--- src/logic/vmul_pkg.sv ---
package vmul_pkg;

	localparam int DATA_WIDTH = 64;

	// 16 data bits plus one extension bit
	localparam int LANE_WIDTH = 17;

	localparam int NUM_UNITS = 4;

	typedef enum logic [1:0] {
		E8,
		E16,
		E32,
		E_RSVD
	} sew_e;

	typedef enum logic [1:0] {
		OP_MUL,
		OP_MULH,
		OP_MULHSU,
		OP_MULHU
	} mul_op_e;

	// operand word seen by element width
	typedef union packed {
		logic [7:0][7:0] b;
		logic [3:0][15:0] h;
		logic [1:0][31:0] w;
	} vec_word_u;

	// inputs of one 32-bit multiplier unit
	typedef struct packed {
		logic signed [LANE_WIDTH-1:0] a0;
		logic signed [LANE_WIDTH-1:0] a1;
		logic signed [LANE_WIDTH-1:0] b0;
		logic signed [LANE_WIDTH-1:0] b1;
	} unit_operands_t;

	typedef struct packed {
		logic signed [2*LANE_WIDTH-1:0] p0;
		logic signed [2*LANE_WIDTH-1:0] p1;
		logic signed [2*LANE_WIDTH+31:0] full;
	} unit_products_t;

	typedef struct packed {
		sew_e sew;
		logic high;
	} result_ctrl_t;

endpackage

--- src/logic/vmul_ctrl_pipe.sv ---
`timescale 1ns/1ps

module vmul_ctrl_pipe import vmul_pkg::*; #(
	parameter int ADDR_WIDTH = 32
) (
	input logic clk,
	input logic rst,
	input logic valid,
	input logic [ADDR_WIDTH-1:0] addr,
	input sew_e sew,
	input mul_op_e op,
	output logic valid_out,
	output logic [ADDR_WIDTH-1:0] addr_out,
	output result_ctrl_t ctrl
);

	// operand select plus both multiplier stages
	localparam int DEPTH = 3;

	logic [DEPTH-1:0] valid_q;
	logic [DEPTH-1:0][ADDR_WIDTH-1:0] addr_q;
	result_ctrl_t [DEPTH-1:0] ctrl_q;
	result_ctrl_t ctrl_in;

	always_comb begin
		ctrl_in.sew = sew;
		// reserved width always takes the low path
		ctrl_in.high = (op != OP_MUL) && (sew != E_RSVD);
	end

	always_ff @(posedge clk) begin
		if (rst) begin
			valid_q <= '0;
		end else begin
			valid_q <= {valid_q[DEPTH-2:0], valid};
		end
	end

	always_ff @(posedge clk) begin
		addr_q <= {addr_q[DEPTH-2:0], addr};
		ctrl_q <= {ctrl_q[DEPTH-2:0], ctrl_in};
	end

	assign valid_out = valid_q[DEPTH-1];
	assign addr_out = addr_q[DEPTH-1];
	assign ctrl = ctrl_q[DEPTH-1];

	// request fields known whenever valid
	a_req_known: assert property (
		@(posedge clk) disable iff (rst)
		valid |-> !$isunknown({addr, sew, op})
	);

endmodule

--- config.mk ---
export PLATFORM = sky130hd
export DESIGN_NAME = vmul_ctrl_pipe
export DESIGN_NICKNAME = d
export VERILOG_FILES = /design/src/logic/vmul_pkg.sv /design/src/logic/vmul_ctrl_pipe.sv
export SDC_FILE = /design/constraint.sdc
export NUM_CORES = 1
export LEC_CHECK = 0
export CORE_ASPECT_RATIO = 1.5
export CORE_MARGIN = 2
export CORE_UTILIZATION = 55
export CTS_CLUSTER_DIAMETER = 100
export CTS_CLUSTER_SIZE = 16
export DETAILED_ROUTE_END_ITERATION = 10
export DONT_BUFFER_PORTS = 1
export PLACE_DENSITY = 0.67
export RECOVER_POWER = 100
export SLEW_MARGIN = 0
export SYNTH_ARGS = -nofsm -noshare
export SYNTH_HDL_FRONTEND = slang
export SYNTH_SLANG_ARGS = --single-unit
--- constraint.sdc ---
create_clock -name clk -period 0.8 [get_ports clk]
set_input_delay 0.16 -clock clk [delete_from_list [all_inputs] [get_ports clk]]
set_output_delay 0.16 -clock clk [all_outputs]
set_load 0.03 [all_outputs]
; ---- Word level (Yosys, flattened, before mapping)
; Cells that the tools add are included.
[op_classes]
n_eq_ne = 1
reduce_logical = 2
[op_table]
columns = cell, n
row1 = 2-bit != test (second input constant), 1
row2 = 2-bit nonzero test, 1
row3 = 1-bit logical AND, 1
[word_totals]
regBits = 108
out_inout_bits = 36
word_cells = 13

; ---- Longest topological paths before layout
[depth]
ltp_word = 2
mapped_depth = 1

; ---- Least setup slack after synthesis
; No wires, ideal clock.
[synth_timing]
path_type = register -> output
from = reg valid_q[2]
to = out valid_out
arrival_ps = 459
required_time_ps = 640
setup_slack_ps = 181
stages_incl_launch_ff = 1
cell_sequence = dfxtp_1
[synth_rtl]
columns = item, line_no
row1 = "start, declared", vmul_ctrl_pipe.sv:20  ; logic [DEPTH-1:0] valid_q;
row2 = "start signal, assigned", vmul_ctrl_pipe.sv:35  ; valid_q <= {valid_q[DEPTH-2:0], valid};
row3 = "end, declared", vmul_ctrl_pipe.sv:12  ; output logic valid_out,
; No word-level cell between the ends.

; ---- Worst setup path after layout
[layout_timing]
from = reg addr_q, in the netlist addr_out[30]
to = out addr_out[30]
[layout_rtl]
columns = item, line_no
row1 = "start, declared", vmul_ctrl_pipe.sv:21  ; logic [DEPTH-1:0][ADDR_WIDTH-1:0] addr_q;
row2 = "start signal, assigned", vmul_ctrl_pipe.sv:40  ; addr_q <= {addr_q[DEPTH-2:0], addr};
row3 = "end, declared", vmul_ctrl_pipe.sv:13  ; output logic [ADDR_WIDTH-1:0] addr_out,
; No word-level cell between the ends.

==> impl_metrics.json <==
{
  "yosys.area.top_type": "dfxtp_1",
  "p_total_mw": 9.19,
  "hpwl_um": 1620,
  "status": "finished, violations left",
  "path_class": "reg -> out",
  "clock_sinks": 108,
  "min_period_ns": 0.912,
  "drive_gt1_share_pct": 30.7,
  "cts_buffers": 9,
  "place_area_sq_um": 2250,
  "finalHoldViolations": 0,
  "clockBufferDepth": 2,
  "vias": 894,
  "fp-row-count": 29,
  "finalSetupViolCount": 36,
  "synth.avg_cell_area_sq_um": 16.7,
  "maxCapViolations": 0,
  "root_buffer": "clkbuf_8",
  "synth_compound_area_share_pct": 0.611,
  "num_antenna_cells": 0,
  "ir_drop_mv": 2.33,
  "crit_required_ns": 0.64,
  "synth_area_leaders": "dfxtp_1, buf_4, nor2b_1",
  "io_buffer_count": 0,
  "cp_max_fo": 1,
  "cp.arrival_ns": 0.75,
  "grt_max_degree": 18,
  "drv_slew": 0,
  "drc": 5,
  "leakage_nw": 1.18,
  "die_y_um": 85.9,
  "overflow": 0,
  "die_area_sq_um": 5030,
  "synth_seq_cells": 108,
  "layout.nets": 200,
  "start_util_pct": 57.4,
  "stdcell_area_sq_um": 2970,
  "synth_top_cell_area_share_pct": 87.9,
  "post-place-cells": 158,
  "grt_pass1_wl_um": 4280,
  "synth_nets": 186,
  "grt_use_total_pct": 13.0,
  "fmax_mhz": 1100,
  "synth_area_sq_um": 2460,
  "place.gp.congestion": 0.629,
  "rsz0062_at_grt": "yes",
  "synth_top_family_by_area": "buffers and inverters",
  "layout.cells.non_filler": 212,
  "synth.mux.area_fraction_pct": 0,
  "grt_pass1_vias": 907,
  "cts_tree": "done",
  "ant_nets": 0,
  "post-route-period-util_pct": 114,
  "die_x_um": 58.6,
  "coreArea_sq_um": 4280,
  "areaGrowthSynthToFinish_pct": 20.6,
  "drtIter0Drc": 14,
  "avgRoutedWirePerCell_um": 13.8,
  "antenna_found_initial": 0,
  "yosys_warnings": 0,
  "worst-slew-pin-transition_ns": 0.119,
  "num_io_pins": 75,
  "clk_latency_ns": 0.34,
  "ys_types": 4,
  "syn_inst": 147,
  "yosysSeqAreaShare_pct": 87.9,
  "hold_path.class": "reg -> reg",
  "finClkSkew_ns": 0.00644,
  "violations": "DRC, setup timing",
  "via_per_inst": 4.22,
  "synth_fa_ha_area_share_pct": 0,
  "setup-tns-final_ns": -3.72,
  "first_pass_iters": 6,
  "setup_slack_ns": -0.112,
  "clk_pin_slew_ns": 0.09,
  "hold_ws_ns": 0.322,
  "end_kind": "primary output",
  "synth-xor-area-share_pct": 0,
  "totalWireLength_um": 2930,
  "relSlewSlack_pct": 92.0,
  "power_density_nw_per_um2": 3100,
  "synth-simple-area-share_pct": 0.763,
  "start_kind": "register",
  "cts_max_level": 3
}
==> kinds of logic (layout without fill, tap and decap cells) <==
kind of cell / Yosys count / count (layout)
flops: 108 / 108
buf+inv: 35 / 54
simple gates: 3 / 3
compound gates: 1 / 1
==> registers in the layout, summed over array words and instances (netlist names) <==
| register | count |
|---|---|
| valid_q | 3 |
| ctrl | 3 |
| ctrl_q | 6 |
| addr_q | 64 |
| addr_out | 32 |
==> layer usage <==
metal | track usage, % | wire, um | vias up | part of all wire (%)
met4 | 7.44 | 68 | 0 | 2.3
met3 | 8.14 | 190 | 6 | 6.5
li1 | - | - | 441 | -
met2 | 23.0 | 1730 | 43 | 59
met1 | 10.3 | 944 | 404 | 32
met5 | 0 | 0 | - | 0
==> synth_stat cells <==
library cell and n:
a2bb2oi_2 1, nor2b_1 3, dfxtp_1 108, buf_4 35
==> where the power goes <==
part           total (mW)  switching (mW)  leakage [nW]  internal, mW
Clock                3.14            1.61        0.0918          1.54
Sequential           5.89           0.274         0.923          5.62
Combinational       0.160          0.0305         0.169         0.129
Total                9.19            1.91          1.18          7.28
==> per-stage QoR <==
step,util (%),setup slack [ns]
after global placement,52.6,0.163
after CTS,69.4,-0.135
final,69.3,-0.112
after detailed placement,52.6,0.155
after global routing,69.3,-0.157
after floorplan,-,0.181
==> cell usage in the layout, fill, tap and decap left out, drive strengths merged <==
master	netlist	final
dlygate4sd3	0	38
a2bb2oi	1	1
clkinv	0	1
clkbuf	0	11
nor2b	3	3
dfxtp	108	108
bufinv	0	1
clkinvlp	0	3
==> layout make-up <==
class	instances	area [sq um]
flip-flops and latches	108	2300
well taps	46	57.6
fillers	278	1320
repair buffers	38	380
clock inverters	5	61.3
multi-input cells	4	27.5
clock buffers	11	141
==> repair_timing <==
action	CTS	global route
resized for setup	72	0
hold buffers	38	0
endpoints found under the setup margin	36	36
endpoints found under the hold margin	38	0
setup buffers	0	0
==> worst paths after layout <==
check / start / depth (start not counted) / endpoint / slack, ns
setup / recovery: addr_out[30] / 0 / addr_out[30] / -0.11
hold / removal: addr_q[41] / 0 / addr_out[9] / 0.32
hold reg to reg: addr_q[41] / 0 / addr_out[9] / 0.32
setup reg to reg: valid_q[0] / 1 / valid_q[1] / 0.28
(Power assumes the default switching activity.)
