## config.mk

```make
export PLATFORM = sky130hd
export DESIGN_NAME = vmul_mult32
export DESIGN_NICKNAME = d
export VERILOG_FILES = /design/src/logic/vmul_pkg.sv /design/src/logic/vmul_mult32.sv
export SDC_FILE = /design/constraint.sdc
export NUM_CORES = 2
export LEC_CHECK = 0
export BUFFER_PORTS_ARGS = -buffer_cell sky130_fd_sc_hd__buf_4
export CORE_ASPECT_RATIO = 0.8
export CORE_MARGIN = 4
export CORE_UTILIZATION = 60
export CTS_CLUSTER_DIAMETER = 60
export CTS_CLUSTER_SIZE = 24
export DETAILED_ROUTE_END_ITERATION = 16
export GPL_ROUTABILITY_DRIVEN = 0
export PLACE_DENSITY = 0.74
export SLEW_MARGIN = 20
export SYNTH_ARGS = -nofsm -noshare
export SYNTH_HDL_FRONTEND = slang
export SYNTH_SLANG_ARGS = --single-unit
```

## constraint.sdc

```tcl
create_clock -name clk -period 13.1 [get_ports clk]
set_input_delay 0.655 -clock clk [delete_from_list [all_inputs] [get_ports clk]]
set_output_delay 0.655 -clock clk [all_outputs]
set_load 0.01 [all_outputs]
```

## src/logic/vmul_pkg.sv

```systemverilog
package vmul_pkg;

	localparam int DATA_WIDTH = 64;

	// 16 data bits plus one extension bit
	localparam int LANE_WIDTH = 17;

	localparam int NUM_UNITS = 4;

	typedef enum logic [1:0] {
		E8,
		E16,
		E32,
		E_RSVD
	} sew_e;

	typedef enum logic [1:0] {
		OP_MUL,
		OP_MULH,
		OP_MULHSU,
		OP_MULHU
	} mul_op_e;

	// operand word seen by element width
	typedef union packed {
		logic [7:0][7:0] b;
		logic [3:0][15:0] h;
		logic [1:0][31:0] w;
	} vec_word_u;

	// inputs of one 32-bit multiplier unit
	typedef struct packed {
		logic signed [LANE_WIDTH-1:0] a0;
		logic signed [LANE_WIDTH-1:0] a1;
		logic signed [LANE_WIDTH-1:0] b0;
		logic signed [LANE_WIDTH-1:0] b1;
	} unit_operands_t;

	typedef struct packed {
		logic signed [2*LANE_WIDTH-1:0] p0;
		logic signed [2*LANE_WIDTH-1:0] p1;
		logic signed [2*LANE_WIDTH+31:0] full;
	} unit_products_t;

	typedef struct packed {
		sew_e sew;
		logic high;
	} result_ctrl_t;

endpackage

```

## src/logic/vmul_mult32.sv

```systemverilog
`timescale 1ns/1ps

module vmul_mult32 import vmul_pkg::*; (
	input logic clk,
	input logic rst,
	input unit_operands_t operands,
	output unit_products_t products
);

	localparam int PROD_W = 2 * LANE_WIDTH;
	localparam int FULL_W = PROD_W + 32;

	logic signed [PROD_W-1:0] x00;
	logic signed [PROD_W-1:0] x01;
	logic signed [PROD_W-1:0] x10;
	logic signed [PROD_W-1:0] x11;
	logic signed [FULL_W-1:0] full_sum;

	// stage one, cross products of the halfword inputs
	always_ff @(posedge clk) begin
		if (rst) begin
			x00 <= '0;
			x01 <= '0;
			x10 <= '0;
			x11 <= '0;
		end else begin
			x00 <= $signed(operands.a0) * $signed(operands.b0);
			x01 <= $signed(operands.a0) * $signed(operands.b1);
			x10 <= $signed(operands.a1) * $signed(operands.b0);
			x11 <= $signed(operands.a1) * $signed(operands.b1);
		end
	end

	// a = a1*2^16 + a0, same for b
	assign full_sum = (FULL_W'(x11) <<< 32)
		+ ((FULL_W'(x10) + FULL_W'(x01)) <<< 16)
		+ FULL_W'(x00);

	// stage two
	always_ff @(posedge clk) begin
		if (rst) begin
			products <= '0;
		end else begin
			products.p0 <= x00;
			products.p1 <= x11;
			products.full <= full_sum;
		end
	end

endmodule

```

# [Word-level counts from Yosys, hierarchy flattened]
# Index checks and enable logic that the tools add are counted.
[word_totals] ff_bits=270 input_bits=70 output_inout_bits=134 wordCells=14
[classes] n_mul=4 add_sub_neg=3
[ops] cell="$mul A17 B17 Y34" count=4
[ops] cell="$add A66 B34 Y66" count=1
[ops] cell="$add A66 B51 Y66" count=1
[ops] cell="$add A34 B34 Y35" count=1

# [Logic depth before layout (Yosys ltp)]
[logic_depth] ltp_word=3 mapped_depth=26 depth_no_buf=26

# [Worst setup path after synthesis]
# OpenSTA, ideal clock, no wires.
[synth_timing] kind="input port to flip-flop" startpoint="input port operands[50] in the netlist's numbering" endpoint="register x11[29]" stages=21 setup_ns=0.115 path_slack_ns=6.407 arrival_time_ns=6.579 required_ns=12.985 path_cell_list="clkbuf_1 -> clkbuf_1 -> nand2_1 -> inv_1 -> fa_1 -> fa_1 -> fa_1 -> fa_1 -> fa_1 -> inv_1 -> fa_1 -> inv_1 -> ha_1 -> inv_1 -> nor2_1 -> inv_1 -> or4_1 -> o21ai_1 -> a21o_1 -> a211oi_1 -> a2111oi_0"
[synth_between] elab_chain_len=1
[synth_rtl] item="start, declared" line_no="vmul_mult32.sv:6" text="input unit_operands_t operands,"
[synth_rtl] item="$mul A17 B17 Y34" line_no="vmul_mult32.sv:30" text="x11 <= $signed(operands.a1) * $signed(operands.b1);"
[synth_rtl] item="end signal, assigned" line_no="vmul_mult32.sv:30"
[synth_rtl] item="end, declared" line_no="vmul_mult32.sv:16" text="logic signed [PROD_W-1:0] x11;"
# Every way passes these cells.
# A chain may end at the register's enable or synchronous reset.

# [Final worst setup path]
[layout_timing] startpoint="input port operands[16] in the netlist's numbering" endpoint="register x01[33]"
[layout_between] elab_chain_len=1
[layout_rtl] item="$mul A17 B17 Y34" line_no="vmul_mult32.sv:28" text="x01 <= $signed(operands.a0) * $signed(operands.b1);"
[layout_rtl] item="end signal, assigned" line_no="vmul_mult32.sv:28"
[layout_rtl] item="end, declared" line_no="vmul_mult32.sv:14" text="logic signed [PROD_W-1:0] x01;"
# Every way passes these cells.

==> results.sh <==
export IMPL_cts_max_level=1
export IMPL_placementRows=99
export IMPL_ys_seq_area_share_pct=9.23
export IMPL_synth_area_um2=55100
export IMPL_setup_slack_ns=5.74
export IMPL_avgSynthCellArea_um2=9.18
export IMPL_port_buffers=203
export IMPL_hold_viol=0
export IMPL_postRouteAntennaNets=0
export IMPL_worst_slew_pin_slew_ns=1.18
export IMPL_worstPathCellList="buf_4 -> clkinv_1 -> buf_4 -> nor2_1 -> fa_1 -> fa_1 -> fa_1 -> fa_1 -> fa_1 -> inv_1 -> fa_1 -> inv_1 -> ha_1 -> nand2_1 -> o31ai_1 -> a31oi_1 -> o21ai_0 -> and3_1 -> a21oi_1 -> xnor2_1 -> nor2_1"
export IMPL_core_area_um2=91200
export IMPL_firstDrtPassIters=7
export IMPL_antenna_found_initial=3
export IMPL_whs_ns=0.436
export IMPL_grt_use_total_pct=30.3
export IMPL_max_stage_delay_ns=0.89
export IMPL_cts_buffers=30
export IMPL_worstPathArrival_ns=7.85
export IMPL_grt_overflow=0
export IMPL_status="finished, final reports clean"
export IMPL_path_buf_inv=5
export IMPL_cts_resized=0
export IMPL_ys_ff_latch=254
export IMPL_drive_gt1_share_pct=4.91
export IMPL_wl_mm=141
export IMPL_synth_edf_count=0
export IMPL_vias_per_cell=5.57
export IMPL_cts_tree="built"
export IMPL_min_from="x00[1]$_SDFF_PP0_"
export IMPL_wire_per_inst_um=19.6
export IMPL_synth_ff_type="dfxtp_1"
export IMPL_layout_min_cycle_time_ns=7.36
export IMPL_clock_latency_ns=0.63
export IMPL_yosys_warnings=0
export IMPL_drv_slew=0
export IMPL_hold_end="products[101]$_SDFF_PP0_"
export IMPL_grt_pass1_vias=43332
export IMPL_final_cell_mix="1302 x inv_1, 1219 x fa_1, 605 x nand2_1, 587 x and2_1, 438 x ha_1"
export IMPL_grt_pass1_wl_mm=232
export IMPL_clkSlewWorstSetupHoldPaths_ns=0.08
export IMPL_hp_class="flop to flop"
export IMPL_r2r_setup_slack_ns=6.31
export IMPL_post_route_util_pct=63.9
export IMPL_end_kind="flop"
export IMPL_fmax_mhz=136
export IMPL_root_buffer="clkbuf_16"
export IMPL_start_kind="primary input"
export IMPL_drv_cap=0
export IMPL_nNetsFinal=7710
export IMPL_syn_nets=7731
export IMPL_hpwl_mm=108
export IMPL_grt_max_degree=173
export IMPL_r2r_cells=25
export IMPL_setup_tns_ns=0
export IMPL_worst_setup_path_type="primary input to flop"
export IMPL_post_cts_buffers=0
export IMPL_critPathRequiredTime_ns=13.59
export IMPL_route_vias_total=40214
export IMPL_synth_cells=6004
export IMPL_slew_headroom_pct=20.6
export IMPL_final_setup_viol_count=0
export IMPL_start_util_pct=60.5
export IMPL_die_height_um=279
export IMPL_dp_slack_ns=5.48
export IMPL_async_flop_share_pct=0
export IMPL_ys_types=79
export IMPL_dieWidth_um=347
export IMPL_drt_initial_drc_count=2970
export IMPL_cp_max_fo=15
export IMPL_syn_to_final_growth_pct=5.76
export IMPL_die_area_um2=96800
export IMPL_hold_depth=1
export IMPL_fin_skew_ns=0.0181
export IMPL_finalCritPeriodShare_pct=56.2
export IMPL_hold_buffers=0
export IMPL_drcViolationCount=0
export IMPL_critPathTopFamily="adder cells"
export IMPL_cts_buffer_depth=3
export IMPL_layout_cells_most_common="inv_1"
export IMPL_cp_slowest_cell="o31ai_1"
export IMPL_io_pins=204
export IMPL_cpMostUsedCell="fa_1"
export IMPL_r2r_end="products[65]$_SDFF_PP0_"
export IMPL_reg2reg_from="x01[0]$_SDFF_PP0_"
export IMPL_cts_sinks=254
export IMPL_rsz0062_at_grt="no"
stage by stage:
stage               instances  area (µm²)
floorplan                6004       55100
CTS                      7219       58300
detailed placement       7163       57200
finish                   7225       58300
global route             7220       58300
global placement         7163       57200
cells by family (layout without fill, tap and decap cells):
kind of cell,after synthesis,after routing,share of synthesized area (%)
other cells,0,6,0
mux,3,3,0.0568
xor+xnor,194,194,3.08
compound gates,555,555,6.61
flops,254,254,9.23
simple gates,1773,1773,16.0
fa+ha+maj,1657,1657,54.2
buf+inv,1568,1571,10.8
worst register-to-register path: stages (launching register included):
cell       delay (ns)
dfxtp_1          0.31
ha_1             0.22
inv_1            0.08
fa_1             0.25
nor2b_4          0.05
o31a_1           0.27
or4_4            0.45
a31o_4           0.27
a41oi_2          0.27
o21ba_2          0.19
nand2b_4         0.14
o31ai_2          0.12
o211a_1          0.23
or3_1            0.44
fa_1             0.50
inv_1            0.04
ha_1             0.39
and3_1           0.28
nand2_1          0.11
nor2b_1          0.20
o2bb2ai_1        0.15
a41oi_2          0.10
o31ai_1          0.82
a2111oi_0        0.29
or3_1            0.39
a21oi_1          0.14
cell type report:
cell class	instances	area [µm²]
inverters	1304	4890
well taps	1212	1520
flip-flops and latches	254	5080
diodes	6	15.0
multi-input cells	4182	44100
repair buffers	211	1600
fillers	7568	32900
clock inverters	25	330
clock buffers	31	754
layer usage:
layer / share of wire, % / routed length (µm) / vias to the layer above / GRT usage, %
met4: 3.1 / 4410 / 6 / 8.50
met5: 0.12 / 167 / - / 1.12
met2: 43 / 60800 / 1827 / 45.7
met1: 42 / 58700 / 20246 / 41.9
li1: - / - / 17892 / -
met3: 12 / 17200 / 243 / 10.4
worst max-delay path by stage:
stage | from | endpoint | slack (ns) | cells past startpoint
3_3_place_gp | operands[16] | x01[33]$_SDFF_PP0_ | 5.51 | 21
4_1_cts | operands[16] | x01[33]$_SDFF_PP0_ | 6.13 | 21
3_5_place_dp | operands[16] | x01[33]$_SDFF_PP0_ | 5.48 | 21
5_1_grt | operands[16] | x01[33]$_SDFF_PP0_ | 5.60 | 21
6_report | operands[16] | x01[33]$_SDFF_PP0_ | 5.74 | 21
2_1_floorplan | operands[50] | x11[29]$_SDFF_PP0_ | 6.41 | 21
synth_stat cells (9+ instances only):
| master | number | area [µm²] |
|---|---|---|
| a211oi_1 | 22 | 165 |
| a21o_1 | 95 | 713 |
| a21oi_1 | 160 | 801 |
| a31oi_1 | 24 | 150 |
| and2_1 | 587 | 3670 |
| and3_1 | 29 | 181 |
| buf_4 | 16 | 120 |
| clkbuf_1 | 241 | 905 |
| dfxtp_1 | 254 | 5080 |
| fa_1 | 1219 | 24400 |
| ha_1 | 438 | 5480 |
| inv_1 | 1302 | 4890 |
| nand2_1 | 605 | 2270 |
| nand2b_1 | 37 | 231 |
| nand3_1 | 25 | 125 |
| nand4_1 | 17 | 106 |
| nor2_1 | 292 | 1100 |
| nor2b_1 | 98 | 613 |
| nor3_1 | 36 | 180 |
| o211ai_1 | 14 | 105 |
| o21a_1 | 31 | 233 |
| o21ai_0 | 95 | 475 |
| o21bai_1 | 24 | 180 |
| o31ai_1 | 9 | 67.6 |
| or3_1 | 12 | 75.1 |
| xnor2_1 | 127 | 1110 |
| xor2_1 | 67 | 587 |
state kept, by name, summed over array words and instances (netlist names):
register	count
x11	34
x10	34
x00	34
x01	34
products	118
Power is left out: the tool's default activity adds up to more than one toggle a clock period on the data nets, which glitch-free logic cannot reach.
