==> config.mk <==
export PLATFORM = sky130hd
export DESIGN_NAME = vmul_result_select
export DESIGN_NICKNAME = d
export VERILOG_FILES = /design/src/logic/vmul_pkg.sv /design/src/logic/vmul_result_select.sv
export SDC_FILE = /design/constraint.sdc
export NUM_CORES = 1
export LEC_CHECK = 0
export ABC_AREA = 1
export BUFFER_PORTS_ARGS = -buffer_cell sky130_fd_sc_hd__buf_2
export CAP_MARGIN = 30
export CELL_PAD_IN_SITES_DETAIL_PLACEMENT = 0
export CELL_PAD_IN_SITES_GLOBAL_PLACEMENT = 1
export CORE_AREA = 3 3 257 259
export DETAILED_ROUTE_END_ITERATION = 7
export DIE_AREA = 0 0 260 262
export GPL_ROUTABILITY_DRIVEN = 0
export PLACE_DENSITY = 0.43
export SYNTH_ARGS = -nofsm -noshare
export SYNTH_HDL_FRONTEND = slang
export SYNTH_SLANG_ARGS = --single-unit
==> constraint.sdc <==
create_clock -name clk -period 0.9 [get_ports clk]
set_clock_uncertainty 0.05 [all_clocks]
set_input_delay 0 -clock clk [delete_from_list [all_inputs] [get_ports clk]]
set_output_delay 0 -clock clk [all_outputs]
set_load 0.02 [all_outputs]
==> src/logic/vmul_pkg.sv <==
package vmul_pkg;

	localparam int DATA_WIDTH = 64;

	// 16 data bits plus one extension bit
	localparam int LANE_WIDTH = 17;

	localparam int NUM_UNITS = 4;

	typedef enum logic [1:0] {
		E8,
		E16,
		E32,
		E_RSVD
	} sew_e;

	typedef enum logic [1:0] {
		OP_MUL,
		OP_MULH,
		OP_MULHSU,
		OP_MULHU
	} mul_op_e;

	// operand word seen by element width
	typedef union packed {
		logic [7:0][7:0] b;
		logic [3:0][15:0] h;
		logic [1:0][31:0] w;
	} vec_word_u;

	// inputs of one 32-bit multiplier unit
	typedef struct packed {
		logic signed [LANE_WIDTH-1:0] a0;
		logic signed [LANE_WIDTH-1:0] a1;
		logic signed [LANE_WIDTH-1:0] b0;
		logic signed [LANE_WIDTH-1:0] b1;
	} unit_operands_t;

	typedef struct packed {
		logic signed [2*LANE_WIDTH-1:0] p0;
		logic signed [2*LANE_WIDTH-1:0] p1;
		logic signed [2*LANE_WIDTH+31:0] full;
	} unit_products_t;

	typedef struct packed {
		sew_e sew;
		logic high;
	} result_ctrl_t;

endpackage

==> src/logic/vmul_result_select.sv <==
`timescale 1ns/1ps

module vmul_result_select import vmul_pkg::*; #(
	parameter int ADDR_WIDTH = 32
) (
	input logic clk,
	input logic rst,
	input logic valid,
	input logic [ADDR_WIDTH-1:0] addr,
	input result_ctrl_t ctrl,
	input unit_products_t [NUM_UNITS-1:0] products,
	output logic out_valid,
	output logic [ADDR_WIDTH-1:0] out_addr,
	output vec_word_u out_vec
);

	vec_word_u res;

	always_comb begin
		res = '0;
		case (ctrl.sew)
			E8: begin
				for (int u = 0; u < NUM_UNITS; u++) begin
					res.b[2*u] = ctrl.high ? products[u].p0[15:8] : products[u].p0[7:0];
					res.b[2*u+1] = ctrl.high ? products[u].p1[15:8] : products[u].p1[7:0];
				end
			end
			E16: begin
				for (int u = 0; u < DATA_WIDTH/32; u++) begin
					res.h[2*u] = ctrl.high ? products[u].p0[31:16] : products[u].p0[15:0];
					res.h[2*u+1] = ctrl.high ? products[u].p1[31:16] : products[u].p1[15:0];
				end
			end
			E32: begin
				// units 0 and 1 hold the word products
				for (int j = 0; j < DATA_WIDTH/32; j++) begin
					res.w[j] = ctrl.high ? products[j].full[63:32] : products[j].full[31:0];
				end
			end
			default: begin
				res = '0;
			end
		endcase
	end

	always_ff @(posedge clk) begin
		if (rst) begin
			out_valid <= 1'b0;
			out_vec <= '0;
		end else begin
			out_valid <= valid;
			// idle cycles drive zero
			out_vec <= valid ? res : '0;
		end
	end

	always_ff @(posedge clk) begin
		out_addr <= addr;
	end

	// units 2 and 3 stay idle unless the lanes are bytes
	a_idle_units: assert property (
		@(posedge clk) disable iff (rst)
		valid && (ctrl.sew != E8) |-> (products[2] == '0) && (products[3] == '0)
	);

endmodule

# After elaboration in Yosys (flattened, before gate mapping)
# Cells that the tools add are included.
# totals
regBits	97
latch_bits	0
ram_bits	0
mem_bits_ro	0
output_inout_bits	97
word_cells	23
n_memories	0
# op_classes
n_addsub	0
n_mul	0
div	0
n_lt_le_gt_ge	0
n_eq_ne	2
shift	0
mux	15
bitwise_logic	1
reduce_logical	2
# op_table
cell	count
$pmux W64 S3	1
$mux W16	4
$mux W32	2
$mux W8	8
$eq A2 B1 Y1 const B	1
$eq A2 B2 Y1 const B	1
$logic_not A2 Y1	1
$reduce_or A2 Y1	1
$not A1 Y1	1

# Logic depth before layout (Yosys ltp)
# Gate-level depths: netlist (run 1).
# logic_depth
depth_word	2
mapped_depth	8
ltp_nobuf	7

# Worst setup path before layout (run 1)
# No wires, ideal clock.
# synth_timing
path_kind	input-to-reg
start	input port ctrl[0] (netlist name)
end	register out_vec[40] (netlist name)
arrival_ps	679
setup_slack_ps	62
path_stages	8
cell_sequence	inv_2 buf_2 buf_2 nand2_1 nand3_1 nand3_1 nand2_1 inv_1
# synth_between
elab_chain_cells	2
elab_cells_between_ends	4
cone_classes	mux: 4
# synth_rtl
item	line_no	rtl
start, declared	vmul_result_select.sv:10	input result_ctrl_t ctrl,
$mux W32, or another cell as far along	vmul_result_select.sv:37	res.w[j] = ctrl.high ? products[j].full[63:32] : products[j].full[31:0];
$pmux W64 S3 *	vmul_result_select.sv:21	case (ctrl.sew)
end signal, assigned	vmul_result_select.sv:53	out_vec <= valid ? res : '0;
end, declared	vmul_result_select.sv:14	output vec_word_u out_vec
# Mark *: on every way between the ends. The rest lies on a longest branch, timed or not.
# A chain may end at the register's enable or synchronous reset.

# Worst setup path after layout (run 1)
# layout_timing
start	input port rst
end	register out_vec[62] (netlist name)
# layout_between
elab_chain_cells	1
# layout_rtl
item	line_no	rtl
start, declared	vmul_result_select.sv:7	input logic rst,
$reduce_or A2 Y1 (no line)	--	
# Every way passes these cells.

==> metrics.txt, run 1 <==
Synth cell types=13; peak supply drop=0.682 mV; largest net degree at the start of global routing=40; flops & latches, synth=97; status=finished with violations; Worst Hold End=out_vec[56]$_SDFF_PP0_; final core occ=between 20 and 25%; Root Driver=clkbuf_16; share of cells above drive strength 1=34.8%; Netlist Area Pre-Place=about 6600 um^2; Worst-path clk slew=0.10 ns; Iteration-0 DRC Markers=294; Worst Hold Slack=between 0.007 and 0.008 ns; Initial Util=10.2%; Worst slew margin=81.8%; Logic pwr share=35.4%; Max-Cap Viols=0; Post-Synth XOR/XNOR Area=0%; Clock Power Share=31.2%; Chip Height=262 um; PortBufs=454; worst hold path class=in2reg; DP Wirelength=34300 um; Pint=9.09 mW; sequential power share=~33%; Vias/cell=3.45; Final WS setup=-0.0375 ns; DRC errors left=0; TritonCTS clock tree=done; Filler cells=around 7300; CP Capture Type=flop; Setup Fix Bufs, Post-CTS=0; initial antenna violation count=8; simple-gate portion of the synthesized area=49.1%; Clock Path Buffers=2; RSZ-0062 raised after global routing=true; syn avg cell area=approximately 5.5 um^2; total CTS buffers=9; per-cell routed wire length=around 15 um; via count=9684; Max Clk Rate=1.07 GHz; Die Width=260 um; Synth Area in Adders=0%; total power=13.9 mW; Worst Tran Pin Value=0.273 ns; WHS Path Cells=5; fin crit share=104%; worst hold start=rst; area added between synthesis and finish=116%; switching share of power=around 35%; WP data required=1.20 ns; P_leak=8.08 nW; mux share of post-synthesis cell area=0%; P_sw=4.80 mW; DRT antenna net count=0; Setup TNS Final=-0.147 ns; Slew Viols, Final=0; vias in the first global route=slightly above 10000; syn nets=~1800; GRT Util Overall=12.2%; CP Class=in2reg; H-tree depth=3; Critical Path AT=approximately 1.2 ns; pwr/cell area=roughly 1000 nW/um^2; worst-path fanout max=7; largest family of logic cells by synthesized area=simple AND/OR/NAND/NOR gates; drt pass-1 iters=5; core region area=64100 um^2; layout net count=2519; Seq/Total Area, Yosys=29.6%; violated checks=setup timing; Row Count=93; Final Setup Violations=13; IO Pins=approximately 670; post-layout minimum cycle time=between 0.9 and 1 ns; post-synthesis cell count=1198; area of the die=a little under 70000 um^2; Num Clock Sinks=97; first-pass GRT wire length=between 60000 and 70000 um; Total Wirelength=43200 um; crit path launch type=primary input; YS warnings=0; final hold vios=0; total grt overflow=0; post-synthesis compound-gate area fraction=0%
==> power groups by stage <==
stage	clock (mW)	combinational [mW]	sequential, mW
floorplan	0	1.47	4.91
global placement	0	3.78	4.66
detailed placement	0	3.75	4.65
CTS	4.64	4.99	4.64
global route	4.77	5.45	4.66
finish	4.33	4.92	4.64
==> sequential cells by signal, summed over array words and instances (netlist names) <==
signal / flops
out_addr: 32
out_valid: 1
out_vec: 64
==> routing by layer <==
layer  wire [um]  vias to the layer above  track usage, %
met5          40                        -               0
met4         498                        6            3.02
met3        2320                       32            2.41
met2       20600                      304            20.7
met1       19700                     4396            15.9
li1            -                     4946               -
==> how the worst max path moves through the flow <==
| stage | startpoint | end | slack (ns) | depth (start not counted) |
|---|---|---|---|---|
| finish | rst | out_vec[62]$_SDFF_PP0_ | -0.04 | 6 |
| floorplan | ctrl[0] | out_vec[40]$_SDFF_PP0_ | 0.06 | 8 |
| global placement | ctrl[0] | out_vec[27]$_SDFF_PP0_ | -0.38 | 10 |
| global route | out_vec[53]$_SDFF_PP0_ | out_vec[53] | -0.08 | 1 |
| CTS | out_vec[53]$_SDFF_PP0_ | out_vec[53] | -0.08 | 1 |
| detailed placement | ctrl[0] | out_vec[27]$_SDFF_PP0_ | -0.40 | 10 |
==> cell families (layout without fill, tap and decap cells) <==
family	after synthesis	count (layout)
buf+inv	335	1087
other cells	0	4
flops	97	97
simple gates	766	766
==> critical path: stages <==
cell and delay, ns:
buf_2 0.11, nor2_4 0.20, buf_4 0.21, dlygate4sd3_1 0.61, nand2_1 0.06, inv_1 0.04
==> stage by stage <==
step / instances / worst slack, ns / area, um^2
after global placement: 2510 / -0.378 / 10300
final: 2809 / -0.0375 / 14200
after detailed placement: 2510 / -0.395 / 10300
after CTS: 2805 / -0.0780 / 14100
after global routing: 2807 / -0.0769 / 14200
after floorplan: 1198 / 0.0618 / 6560
==> synthesized netlist by cell type (all sizes together) <==
cell	number	share of area (%)
buf	54	5.2
nand3	166	14
nand2	596	34
nor2	4	0.84
clkbuf	9	0.51
inv	272	16
dfxtp	97	30
==> what timing repair did <==
| action | in CTS | in global routing |
|---|---|---|
| hold buffers | 279 | 1 |
| endpoints found under the hold margin | 97 | 2 |
| gates resized for setup | 291 | 22 |
| pin swaps | 0 | 3 |
| setup endpoints to repair | 97 | 112 |
==> placed cells by master, fill, tap and decap left out <==
cell            netlist  final
diode_2               0      4
clkinv_8              0      2
dlymetal6s4s_1        0      2
buf_6                12     98
nand2_1             596    578
clkbuf_16             0      9
inv_6                 0      2
nor2_4                1      2
nand3_2              20     21
nand2_2               0     17
inv_2                 3      2
nor2_8                2      2
buf_12                0     20
dlygate4sd3_1         0    278
dfxtp_2               0     97
clkinv_4              0      2
buf_2                41    355
inv_8                 0      2
nand3_1             146    145
inv_1               269    269
buf_4                 0     46
nand2_4               0      1
==> final cells by class <==
class	count	area (um^2)	area share, %
Timing Repair Buffer	799	6430	45.3
Multi-Input combinational cell	766	3290	23.1
Sequential cell	97	2060	14.5
Tap cell	855	1070	7.54
Inverter	272	1030	7.23
Clock buffer	9	225	1.59
Clock inverter	7	81.3	0.573
Antenna cell	4	10.0	0.0705
(Power assumes the default switching activity.)
==> run 2, diff against run 1 <==
- SETUP_SLACK_MARGIN: unset -> 0.15
==> run 2 against run 1 <==
Net effect: the flow finishes with violations (hold timing, setup timing); critical path depth shrank 5; clock power grew 8.3%; combinational power grew 11%; sequential power is essentially flat; critical path type is now reg2out; largest cell class unchanged.
==> metrics.txt, run 2 (same netlist as run 1, synthesis figures left out) <==
drt pass-1 iters=4; peak supply drop=0.638 mV; Max-Cap Viols=0; PortBufs=454; Iteration-0 DRC Markers=331; max FFs per register=64; CP Launch Point=out_vec[27]$_SDFF_PP0_; Chip Height=262 um; TritonCTS clock tree=done; total grt overflow=0; CP Capture Type=output port; per-cell routed wire length=approximately 17 um; Logic pwr share=36.9%; Worst Tran Pin Value=approximately 0.26 ns; DP Wirelength=approximately 35000 um; most frequent cells in the layout=538 x nand2_1, 354 x buf_2, 228 x inv_1; Total Wirelength=47500 um; switching share of power=between 30% and 40%; area added between synthesis and finish=132%; Worst-path clk slew=~0.08 ns; crit path launch type=flop; Setup TNS Final=-0.367 ns; RSZ-0062 raised after global routing=true; Placed Instances=2512; post-layout minimum cycle time=0.972 ns; Biggest register=out_vec; DRC errors left=0; Worst slew margin=between 80% and 90%; critical path, cell by cell=buf_6; Clock Path Buffers=2; Worst Hold Slack=-0.0260 ns; Largest regs=out_vec (64), out_addr (32), out_valid (1); commonest non-fill, non-tap cell in the layout=nand2_1; P_sw=5.11 mW; Clock Power Share=between 30% and 40%; Slew Viols, Final=0; Num Clock Sinks=97; CP Class=reg2out; IO Pins=671; area of the die=68100 um^2; worst-path fanout max=1; status=finished with violations; Vias/cell=3.47; WP data required=0.85 ns; Row Count=93; via count=9699; layout net count=2501; Final Setup Violations=24; P_leak=9.59 nW; worst hold path class=in2reg; final hold vios=12; first-pass GRT wire length=62200 um; largest net degree at the start of global routing=between 40 and 50; Buf/Inv on CP=1; Final WS setup=-0.0718 ns; sequential power share=31.4%; Crit path max-delay family=flip-flops; critical path depth=1; crit-path max cell delay=0.39 ns; initial antenna violation count=14; Root Driver=clkbuf_16; final core occ=about a quarter; pwr/cell area=972 nW/um^2; H-tree depth=3; critical path's slowest cell=dfxtp_4; total CTS buffers=9; vias in the first global route=around 9900; non-filler cells, final=2799; share of cells above drive strength 1=around 44%; Pint=9.68 mW; Max Clk Rate=1.03 GHz; GRT Util Overall=12.4%; DRT antenna net count=0; fin crit share=108%; CP endpoint=out_vec[27]; violated checks=hold timing, setup timing; core region area=64100 um^2; Initial Util=10.2%; Die Width=around 260 um; Critical Path AT=between 0.9 and 1 ns
-- run 2: cell types whose count changed in the layout (fill, tap and decap cells not counted), moves of 3 or more --
cell / delta
buf_12: +4
buf_16: +7
buf_4: -3
buf_6: +9
clkbuf_16: +12
diode_2: +8
dlygate4sd3_1: -190
dlymetal6s4s_1: +143
inv_1: -41
inv_2: +41
nand2_1: -40
nand2_2: +41
nand3_1: -64
nand3_2: +62
-- run 2: worst min-delay path, cell delays in order --
cell	delay [ns]
buf_2	0.08
nand2_1	0.06
nand2_1	0.06
nand2_1	0.05
nand3_1	0.06
nand2_1	0.04
inv_1	0.04
-- run 2: through the flow --
stage                     power [mW]  area [um^2]  setup WS, ns
after floorplan                 6.44         6660         0.138
after global placement          8.47        10400        -0.377
after detailed placement        8.44        10400        -0.353
after CTS                       14.5        13800        -0.116
after global routing            15.7        15200        -0.117
final                           14.8        15200       -0.0718
-- run 2: how the worst min path moves through the flow --
stage | from | to | slack (ns) | cells past startpoint
2_1_floorplan | addr[0] | out_addr[0]$_DFF_P_ | -0.02 | 0
3_3_place_gp | addr[26] | out_addr[26]$_DFF_P_ | 0.05 | 1
3_5_place_dp | addr[20] | out_addr[20]$_DFF_P_ | 0.05 | 1
4_1_cts | rst | out_valid$_SDFF_PP0_ | -0.30 | 2
5_1_grt | products[517] | out_vec[55]$_SDFF_PP0_ | 0.0003 | 7
6_report | products[236] | out_vec[18]$_SDFF_PP0_ | -0.03 | 7
-- run 2: metal layers --
metal	up-vias	GRT usage, %	routed length [um]
li1	4936	-	-
met2	276	20.6	22300
met5	-	0	55
met1	4443	15.9	21500
met4	8	3.36	691
met3	36	3.15	3010
-- run 2: power groups by stage --
stage / registers, mW / clock network (mW) / logic, mW
floorplan: 4.91 / 0 / 1.52
global route: 4.66 / 5.06 / 5.98
finish: 4.64 / 4.69 / 5.46
detailed placement: 4.66 / 0 / 3.78
global placement: 4.66 / 0 / 3.81
CTS: 4.64 / 4.99 / 4.86
-- run 2: repair_timing --
action | CTS | global route
pin swaps | 0 | 146
endpoints found under the setup margin | 98 | 160
hold endpoints to repair | 96 | 1
setup buffers | 2 | 12
gates resized for setup | 295 | 338
hold buffers | 232 | 1
gates cloned | 0 | 12
-- run 2: cell type report --
| class | count | area [um^2] |
|---|---|---|
| diodes | 12 | 30.0 |
| clock buffers | 9 | 225 |
| clock inverters | 7 | 96.3 |
| fillers | 7278 | 48900 |
| inverters | 272 | 1040 |
| multi-input cells | 766 | 3720 |
| flip-flops and latches | 97 | 2070 |
| well taps | 855 | 1070 |
| repair buffers | 781 | 6980 |
