[config.mk]
export PLATFORM = sky130hd
export DESIGN_NAME = vmul_operand_select
export DESIGN_NICKNAME = d
export VERILOG_FILES = /design/src/logic/vmul_pkg.sv /design/src/logic/vmul_operand_select.sv
export SDC_FILE = /design/constraint.sdc
export NUM_CORES = 1
export LEC_CHECK = 0
export BUFFER_PORTS_ARGS = -buffer_cell sky130_fd_sc_hd__buf_2
export CORE_AREA = 2 2 157 159
export DETAILED_ROUTE_END_ITERATION = 10
export DIE_AREA = 0 0 159 161
export GPL_TIMING_DRIVEN = 0
export SLEW_MARGIN = 20
export SYNTH_ARGS = -nofsm -noshare
export SYNTH_HDL_FRONTEND = slang
export SYNTH_SLANG_ARGS = --single-unit
[constraint.sdc]
create_clock -name clk -period 4.1 [get_ports clk]
set_input_delay 0.615 -clock clk [delete_from_list [all_inputs] [get_ports clk]]
set_output_delay 0.615 -clock clk [all_outputs]
set_load 0.03 [all_outputs]
[src/logic/vmul_pkg.sv]
package vmul_pkg;

	localparam int DATA_WIDTH = 64;

	// 16 data bits plus one extension bit
	localparam int LANE_WIDTH = 17;

	localparam int NUM_UNITS = 4;

	typedef enum logic [1:0] {
		E8,
		E16,
		E32,
		E_RSVD
	} sew_e;

	typedef enum logic [1:0] {
		OP_MUL,
		OP_MULH,
		OP_MULHSU,
		OP_MULHU
	} mul_op_e;

	// operand word seen by element width
	typedef union packed {
		logic [7:0][7:0] b;
		logic [3:0][15:0] h;
		logic [1:0][31:0] w;
	} vec_word_u;

	// inputs of one 32-bit multiplier unit
	typedef struct packed {
		logic signed [LANE_WIDTH-1:0] a0;
		logic signed [LANE_WIDTH-1:0] a1;
		logic signed [LANE_WIDTH-1:0] b0;
		logic signed [LANE_WIDTH-1:0] b1;
	} unit_operands_t;

	typedef struct packed {
		logic signed [2*LANE_WIDTH-1:0] p0;
		logic signed [2*LANE_WIDTH-1:0] p1;
		logic signed [2*LANE_WIDTH+31:0] full;
	} unit_products_t;

	typedef struct packed {
		sew_e sew;
		logic high;
	} result_ctrl_t;

endpackage

[src/logic/vmul_operand_select.sv]
`timescale 1ns/1ps

module vmul_operand_select import vmul_pkg::*; (
	input logic clk,
	input logic rst,
	input vec_word_u vec0,
	input vec_word_u vec1,
	input sew_e sew,
	input mul_op_e op,
	output unit_operands_t [NUM_UNITS-1:0] operands
);

	logic sign_a;
	logic sign_b;
	unit_operands_t [NUM_UNITS-1:0] operands_d;

	function automatic logic signed [LANE_WIDTH-1:0] ext_byte(
		input logic [7:0] v,
		input logic sgn
	);
		return {{(LANE_WIDTH-8){sgn & v[7]}}, v};
	endfunction

	function automatic logic signed [LANE_WIDTH-1:0] ext_half(
		input logic [15:0] v,
		input logic sgn
	);
		return {{(LANE_WIDTH-16){sgn & v[15]}}, v};
	endfunction

	// vec0 is unsigned only for mulhu, vec1 signed for mul and mulh
	assign sign_a = (op != OP_MULHU);
	assign sign_b = (op == OP_MUL) || (op == OP_MULH);

	always_comb begin
		operands_d = '0;
		case (sew)
			E8: begin
				// even byte on a0/b0, odd byte on a1/b1
				for (int u = 0; u < NUM_UNITS; u++) begin
					operands_d[u].a0 = ext_byte(vec0.b[2*u], sign_a);
					operands_d[u].a1 = ext_byte(vec0.b[2*u+1], sign_a);
					operands_d[u].b0 = ext_byte(vec1.b[2*u], sign_b);
					operands_d[u].b1 = ext_byte(vec1.b[2*u+1], sign_b);
				end
			end
			E16: begin
				// four halfwords fill units 0 and 1
				for (int u = 0; u < DATA_WIDTH/32; u++) begin
					operands_d[u].a0 = ext_half(vec0.h[2*u], sign_a);
					operands_d[u].a1 = ext_half(vec0.h[2*u+1], sign_a);
					operands_d[u].b0 = ext_half(vec1.h[2*u], sign_b);
					operands_d[u].b1 = ext_half(vec1.h[2*u+1], sign_b);
				end
			end
			E32: begin
				// upper halfword carries the sign, lower halfword is plain magnitude
				for (int j = 0; j < DATA_WIDTH/32; j++) begin
					operands_d[j].a1 = ext_half(vec0.w[j][31:16], sign_a);
					operands_d[j].a0 = {1'b0, vec0.w[j][15:0]};
					operands_d[j].b1 = ext_half(vec1.w[j][31:16], sign_b);
					operands_d[j].b0 = {1'b0, vec1.w[j][15:0]};
				end
			end
			default: begin
				operands_d = '0;
			end
		endcase
	end

	always_ff @(posedge clk) begin
		if (rst) begin
			operands <= '0;
		end else begin
			operands <= operands_d;
		end
	end

endmodule

Word level (Yosys, flattened, before mapping). Cells that the tools add are included.

Bits in registers: 208. Input bits: 134. Output and inout bits: 272. Word-level logic and storage cells: 42.

Eq/ne operators: 4. Mux-type cells: 1. Bitwise operators: 17. Reductions and logical operators: 4.

Operators by type and width (count): 136-bit one-hot mux with 3 select lines (1); 1-bit AND (16); 2-bit by 1-bit equality test with 1-bit output (second input constant) (2); 2-bit logical NOT (2); 2-bit equality test (second input constant) (1); 2-bit != test (second input constant) (1); 2-bit OR reduction (1); 1-bit logical OR (1); 1-bit inverter (1).

Longest topological paths before layout. Gate-level depths: netlist of run 1.

Depth after elaboration: 4. Mapped depth: 7. Mapped depth without buffers: 3.

Worst setup path before layout of run 1. No wires, ideal clock.

Path kind: input to register. From: in rst. To: reg operands[48] (netlist name). Setup time: 0.114 ns. Data arrival time: 1.640 ns. Required time: 3.986 ns. Setup slack: 2.346 ns. Stages: 6. Path buffers: 4. Cells stage by stage: clkbuf_1 o21ba_1 buf_4 buf_6 buf_6 a21o_1.

RTL lines: from (decl) (RTL line vmul_operand_select.sv:5) `input logic rst,`; to (signal assigned) (RTL line vmul_operand_select.sv:75) `operands <= operands_d;`; to (decl) (RTL line vmul_operand_select.sv:10) `output unit_operands_t [NUM_UNITS-1:0] operands`.

Final worst setup path of run 1.
From: reg, netlist name operands[212]. To: out operands[214] (netlist name).

No word-level cell between the ends.

==> flow_metrics.env, run 1 <==
export IMPL_power_frac_comb=0.132
export IMPL_finalCriticalPeriod_ps=2000
export IMPL_p_per_area_nw_per_um2=488
export IMPL_hold_buffers=0
export IMPL_vdd_drop_max_uv=246
export IMPL_vias_per_cell=4.22
export IMPL_grt_pass1_vias=6005
export IMPL_numCtsBuffers=23
export IMPL_biggestRegsByFlops="operands (208)"
export IMPL_grt_start_max_net_pins=14
export IMPL_hold_depth=2
export IMPL_fillers=2393
export IMPL_vias=5722
export IMPL_postLayoutCellArea_um2=9930
export IMPL_clock_sinks=208
export IMPL_finalHoldViolCount=0
export IMPL_power_share_switching=0.262
export IMPL_intPower_mw=3.58
export IMPL_die_area_um2=25600
export IMPL_fin_crit_sh=0.487
export IMPL_power_switching_mw=1.27
export IMPL_worst_pin_slew_ps=725
export IMPL_setup_violations=0
export IMPL_fmax_mhz=500
export IMPL_avgSynthCellArea_um2=11.5
export IMPL_place_port_buffers=404
export IMPL_p_seq_frac=0.443
export IMPL_worstSetupPathType="reg2out"
export IMPL_end_kind="output pin"
export IMPL_drtIter0Drc=195
export IMPL_regMostFlops="operands"
export IMPL_drtAntennaViolNets=0
export IMPL_ys_warn_count=0
export IMPL_dieHeight_um=161
export IMPL_p_leak_nw=5.71
export IMPL_netlist_area_um2=6740
export IMPL_routed_wl_um=24100
export IMPL_tritoncts="yes"
export IMPL_synth_nets=720
export IMPL_ctsHtreeMaxLevel=1
export IMPL_regArea_um2=4160
export IMPL_drt_wirelength_per_cell_um=17.8
export IMPL_netlist_instances=586
export IMPL_drcViolationCount=0
export IMPL_cp_arrival_ps=1380
export IMPL_fin_tns_setup_ps=0
export IMPL_outcome="completed"
export IMPL_root_buffer="clkbuf_16"
export IMPL_slowest_stage="dfxtp_1"
export IMPL_final_common_cell="buf_2"
export IMPL_p_clk_frac=0.425
export IMPL_max_cap_violations=0
export IMPL_final_cell_mix="418 x buf_2, 208 x dfxtp_1, 89 x and2_1"
export IMPL_num_io_pins=406
export IMPL_fin_nets=1149
export IMPL_maxSlewViolCount=0
export IMPL_crit_family="flip-flops"
export IMPL_cts_resized=0
export IMPL_ys_ff_latch=208
export IMPL_seq_area_frac_synth=0.618
export IMPL_ys_types=29
export IMPL_multi_input_area_um2=1880
export IMPL_gp_congestion=0.812
export IMPL_slew_headroom=0.516
export IMPL_placementRows=57
export IMPL_core_um2=24000
export IMPL_min_path_type="in2reg"
export IMPL_initial_core_util=0.281
export IMPL_cts_path_max_buffers=3
export IMPL_crit_required_ps=3480
export IMPL_grt_use_total=0.181
export IMPL_crit_buf_inv=2
export IMPL_clkTransAtPathRegs_ps=60
export IMPL_grt_pass1_wl_um=35800
export IMPL_antenna_found_initial=2
export IMPL_area_growth_synth_to_final_pct=47.4
export IMPL_grt_ovfl_total=0
export IMPL_path_cells="buf_4 > buf_2"
export IMPL_startpoint_type="flip-flop"
export IMPL_cp_max_fo=9
export IMPL_die_x_um=159
export IMPL_largest_register_ffs=208
export IMPL_dpl_cell_area_um2=9160
export IMPL_cp_depth=2
export IMPL_place_detailed_hpwl_um=18600
export IMPL_dr_pass1_iters=7
export IMPL_layout_drive_gt1_share=0.515
export IMPL_post_cts_setup_buffer_count=0
export IMPL_max_stage_delay_ps=520
export IMPL_rsz0062_at_grt="no"
per-layer routing:
metal / GRT usage / wire [um] / vias to the layer above
met5: 0 / 0 / -
met4: 0.0405 / 288 / 0
met3: 0.0544 / 1890 / 21
met2: 0.328 / 12000 / 235
met1: 0.211 / 9870 / 2699
li1: - / - / 2767
final timing paths:
kind	to	start	slack, ps
max	operands[214]	operands[212]$_SDFF_PP0_	2100
min	operands[56]$_SDFF_PP0_	vec0[5]	300
cells in the mapped netlist:
library cell / number / area share
a211oi_1: 11 / 0.012
a21o_1: 60 / 0.067
a21oi_1: 13 / 0.0097
a22o_1: 36 / 0.047
a311oi_1: 4 / 0.0052
a31o_2: 3 / 0.0039
and2_1: 89 / 0.083
and2b_1: 1 / 0.0011
and3_1: 8 / 0.0074
buf_1: 3 / 0.0017
buf_2: 14 / 0.010
buf_4: 65 / 0.072
buf_6: 3 / 0.0050
clkbuf_1: 21 / 0.012
dfxtp_1: 208 / 0.62
inv_1: 3 / 0.0017
mux2_2: 2 / 0.0033
mux2i_1: 5 / 0.0074
nand2_1: 11 / 0.0061
nand3_1: 4 / 0.0030
nand4_1: 1 / 0.00093
nor2_1: 2 / 0.0011
nor2b_1: 6 / 0.0056
nor3_1: 1 / 0.00074
nor3_4: 1 / 0.0024
nor4_1: 5 / 0.0046
nor4_4: 1 / 0.0032
o21ai_0: 4 / 0.0030
o21ba_1: 1 / 0.0015
cells by family (layout without fill, tap and decap cells):
kind of cell	Yosys count	in the layout	share of synthesized area
multiplexers	7	7	0.0108
flip-flops	208	208	0.618
buffers and inverters	109	553	0.103
other	0	2	0
AO/OA/AOI/OAI	132	132	0.149
AND/OR/NAND/NOR	130	130	0.119
stage by stage:
step / power [mW] / util / std cells / hold WS [ps] / setup WS (ps)
2_1_floorplan: 2.57 / - / 586 / 693 / 2350
3_3_place_gp: 2.83 / 0.382 / 1314 / 816 / 1430
3_5_place_dp: 2.84 / 0.382 / 1314 / 817 / 1460
4_1_cts: 4.90 / 0.414 / 1354 / 278 / 2000
5_1_grt: 5.03 / 0.414 / 1354 / 293 / 1880
6_report: 4.84 / 0.414 / 1356 / 302 / 2100
final cells by class:
| type | count | area share |
|---|---|---|
| inverter | 3 | 0.00113 |
| timing repair buffer | 404 | 0.204 |
| sequential | 208 | 0.420 |
| clock inverter | 9 | 0.0103 |
| buffer | 106 | 0.0687 |
| antenna | 2 | 0.000504 |
| multi-input combinational | 269 | 0.189 |
| clock buffer | 31 | 0.0661 |
| tap | 324 | 0.0408 |
power groups by stage:
stage	logic (mW)	registers (mW)	clock network [mW]
floorplan	0.180	2.39	0
global placement	0.646	2.19	0
detailed placement	0.648	2.19	0
CTS	0.649	2.15	2.11
global route	0.683	2.15	2.20
finish	0.640	2.15	2.06
No activity file was read; power rests on OpenSTA's default activity.
==> run 2, diff against run 1 <==
- ABC_AREA: not set -> 1
- CORE_AREA: 2 2 157 159 -> 2 2 158 160
- DIE_AREA: 0 0 159 161 -> 0 0 160 162
- clock period: 4.1 -> 1.7 ns (I/O delays scaled with it)
==> flow_metrics.env, run 2 <==
export IMPL_cts_path_max_buffers=3
export IMPL_fin_tns_setup_ps=0
export IMPL_stdcell_count=1665
export IMPL_p_per_area_nw_per_um2=1050
export IMPL_power_switching_mw=3.24
export IMPL_power_frac_comb=0.162
export IMPL_die_area_um2=25900
export IMPL_numCtsBuffers=23
export IMPL_antenna_found_initial=2
export IMPL_seq_area_frac_synth=0.601
export IMPL_grt_pass1_vias=7037
export IMPL_dp_cells=1521
export IMPL_slew_headroom=0.506
export IMPL_regMostFlops="operands"
export IMPL_setup_violations=0
export IMPL_worstHoldEndpoint="operands[109]$_SDFF_PP0_"
export IMPL_grt_start_max_net_pins=13
export IMPL_setup_ws_ps=77.9
export IMPL_hold_depth=3
export IMPL_final_common_cell="buf_2"
export IMPL_path_cells="buf_4 > buf_2"
export IMPL_root_buffer="clkbuf_16"
export IMPL_min_path_type="in2reg"
export IMPL_final_cell_mix="422 x buf_2, 205 x dfxtp_1, 165 x nand2_1"
export IMPL_max_stage_delay_ps=510
export IMPL_synth_top_area_share=0.601
export IMPL_cp_arrival_ps=1370
export IMPL_power_share_switching=0.280
export IMPL_grt_pass1_wl_um=40700
export IMPL_p_leak_nw=6.11
export IMPL_place_detailed_hpwl_um=20500
export IMPL_num_io_pins=406
export IMPL_slowest_stage="dfxtp_1"
export IMPL_ys_ff_latch=208
export IMPL_fin_nets=1460
export IMPL_yosys_most_used_dff="dfxtp_1"
export IMPL_fmax_mhz=616
export IMPL_vias=6977
export IMPL_finalCriticalPeriod_ps=1620
export IMPL_die_x_um=160
export IMPL_drcViolationCount=0
export IMPL_worst_pin_slew_ps=741
export IMPL_ys_warn_count=0
export IMPL_synth_async_sr_flop_share=0
export IMPL_netlist_instances=794
export IMPL_antenna_cells=0
export IMPL_finalHoldViolCount=0
export IMPL_clkTransAtPathRegs_ps=60
export IMPL_drt_wirelength_per_cell_um=16.6
export IMPL_rsz0062_at_grt="no"
export IMPL_vdd_drop_max_uv=688
export IMPL_cp_max_fo=9
export IMPL_max_cap_violations=0
export IMPL_drtAntennaViolNets=0
export IMPL_fin_crit_sh=0.954
export IMPL_hold_start="vec0[55]"
export IMPL_core_um2=24100
export IMPL_dp_worst_setup_slack_ps=66.1
export IMPL_total_power_mw=11.6
export IMPL_clock_sinks=208
export IMPL_p_seq_frac=0.447
export IMPL_synth_edf_count=0
export IMPL_yosys_area_top_type="dfxtp_1"
export IMPL_avgSynthCellArea_um2=8.72
export IMPL_ys_types=19
export IMPL_postLayoutCellArea_um2=11100
export IMPL_maxSlewViolCount=0
export IMPL_p_clk_frac=0.391
export IMPL_largest_register_ffs=208
export IMPL_synth_nets=928
export IMPL_outcome="completed"
export IMPL_vias_per_cell=4.19
export IMPL_tritoncts="yes"
export IMPL_worstSetupPathType="reg2out"
export IMPL_drtIter0Drc=339
export IMPL_dr_pass1_iters=5
export IMPL_ctsHtreeMaxLevel=1
export IMPL_yosysMostFrequentCell="dfxtp_1"
export IMPL_post_cts_setup_buffer_count=0
export IMPL_routed_wl_um=27700
export IMPL_layout_drive_gt1_share=0.406
export IMPL_synthTopCellsByCount="208 x dfxtp_1, 165 x nand2_1, 120 x a21oi_1, 85 x inv_1, 83 x nor2_1"
export IMPL_initial_core_util=0.287
export IMPL_grt_use_total=0.205
export IMPL_area_growth_synth_to_final_pct=59.8
export IMPL_startpoint_type="flip-flop"
export IMPL_synth_area_leaders="dfxtp_1 60%, nand2_1 8.9%, a21oi_1 8.7%, buf_4 7.8%, inv_1 4.6%"
export IMPL_dpl_cell_area_um2=9350
export IMPL_placementRows=57
export IMPL_dieHeight_um=162
export IMPL_biggestRegsByFlops="operands (208)"
export IMPL_netlist_area_um2=6920
export IMPL_crit_required_ps=1440
export IMPL_intPower_mw=8.35
export IMPL_grt_ovfl_total=0
export IMPL_end_kind="output pin"
export IMPL_fillers=2369
export IMPL_gp_congestion=0.833
export IMPL_place_port_buffers=403
==> run 2: changes by cell type after synthesis, sizes merged, moves of 36 or more <==
cell / before / now
inv: 3 / 87
nand2: 11 / 168
nor2: 2 / 85
and2: 89 / 0
a22o: 36 / 0
a21o: 60 / 0
a21oi: 13 / 120
==> run 2: worst max path at each step <==
| stage | from | end | slack [ps] | cells past startpoint |
|---|---|---|---|---|
| 3_5_place_dp | rst | operands[49]$_SDFF_PP0_ | 70 | 4 |
| 4_1_cts | operands[144]$_SDFF_PP0_ | operands[145] | 30 | 2 |
| 5_1_grt | operands[246]$_SDFF_PP0_ | operands[247] | 1 | 2 |
| 3_3_place_gp | rst | operands[41]$_SDFF_PP0_ | 60 | 4 |
| 2_1_floorplan | operands[144]$_SDFF_PP0_ | operands[145] | 610 | 1 |
| 6_report | operands[246]$_SDFF_PP0_ | operands[247] | 80 | 2 |
==> run 2: cell type report <==
| type | instances | area, um2 | share of cell area |
|---|---|---|---|
| Clock buffer | 33 | 633 | 0.0572 |
| Sequential cell | 208 | 4170 | 0.377 |
| Tap cell | 324 | 405 | 0.0366 |
| Clock inverter | 7 | 41.3 | 0.00373 |
| Timing Repair Buffer | 507 | 3060 | 0.276 |
| Multi-Input combinational cell | 394 | 1720 | 0.156 |
| Buffer | 105 | 711 | 0.0642 |
| Inverter | 87 | 327 | 0.0295 |
==> run 2: what timing repair did <==
action	CTS	global route
pin swaps	0	0
hold buffers	104	0
resized for setup	1	2
endpoints found under the hold margin	143	0
endpoints found under the setup margin	8	16
==> run 2: through the flow <==
stage                     utilization  hold WS (ps)
after CTS                       0.459         0.918
after global placement          0.388           473
final                           0.459          22.8
after detailed placement        0.388           474
after floorplan                     -           367
after global routing            0.459          12.0
==> run 2: per-layer routing <==
metal	part of all wire	up-vias	GRT usage
li1	-	3431	-
met1	0.40	3207	0.239
met2	0.49	288	0.371
met3	0.077	47	0.0536
met4	0.030	4	0.0618
met5	0.00076	-	0
==> run 2: critical path: cells and delay by family, from the launching register on <==
family / cells / cell delay, ps
buffers and inverters: 2 / 350
DFF: 1 / 510
==> run 2: logic make-up after synthesis <==
kind of cell,Yosys count,share of synthesized area
AOI/OAI and AO/OA,122,0.0884
buffers and inverters,192,0.150
DFF,208,0.601
and+or+nand+nor,272,0.160
==> run 2: power by group through the flow <==
| stage | Clock (mW) | Combinational (mW) | Sequential, mW |
|---|---|---|---|
| after floorplan | 0 | 0.518 | 5.78 |
| after global placement | 0 | 1.69 | 5.28 |
| after detailed placement | 0 | 1.70 | 5.28 |
| after CTS | 4.63 | 1.90 | 5.18 |
| after global routing | 4.83 | 2.02 | 5.20 |
| final | 4.53 | 1.88 | 5.18 |
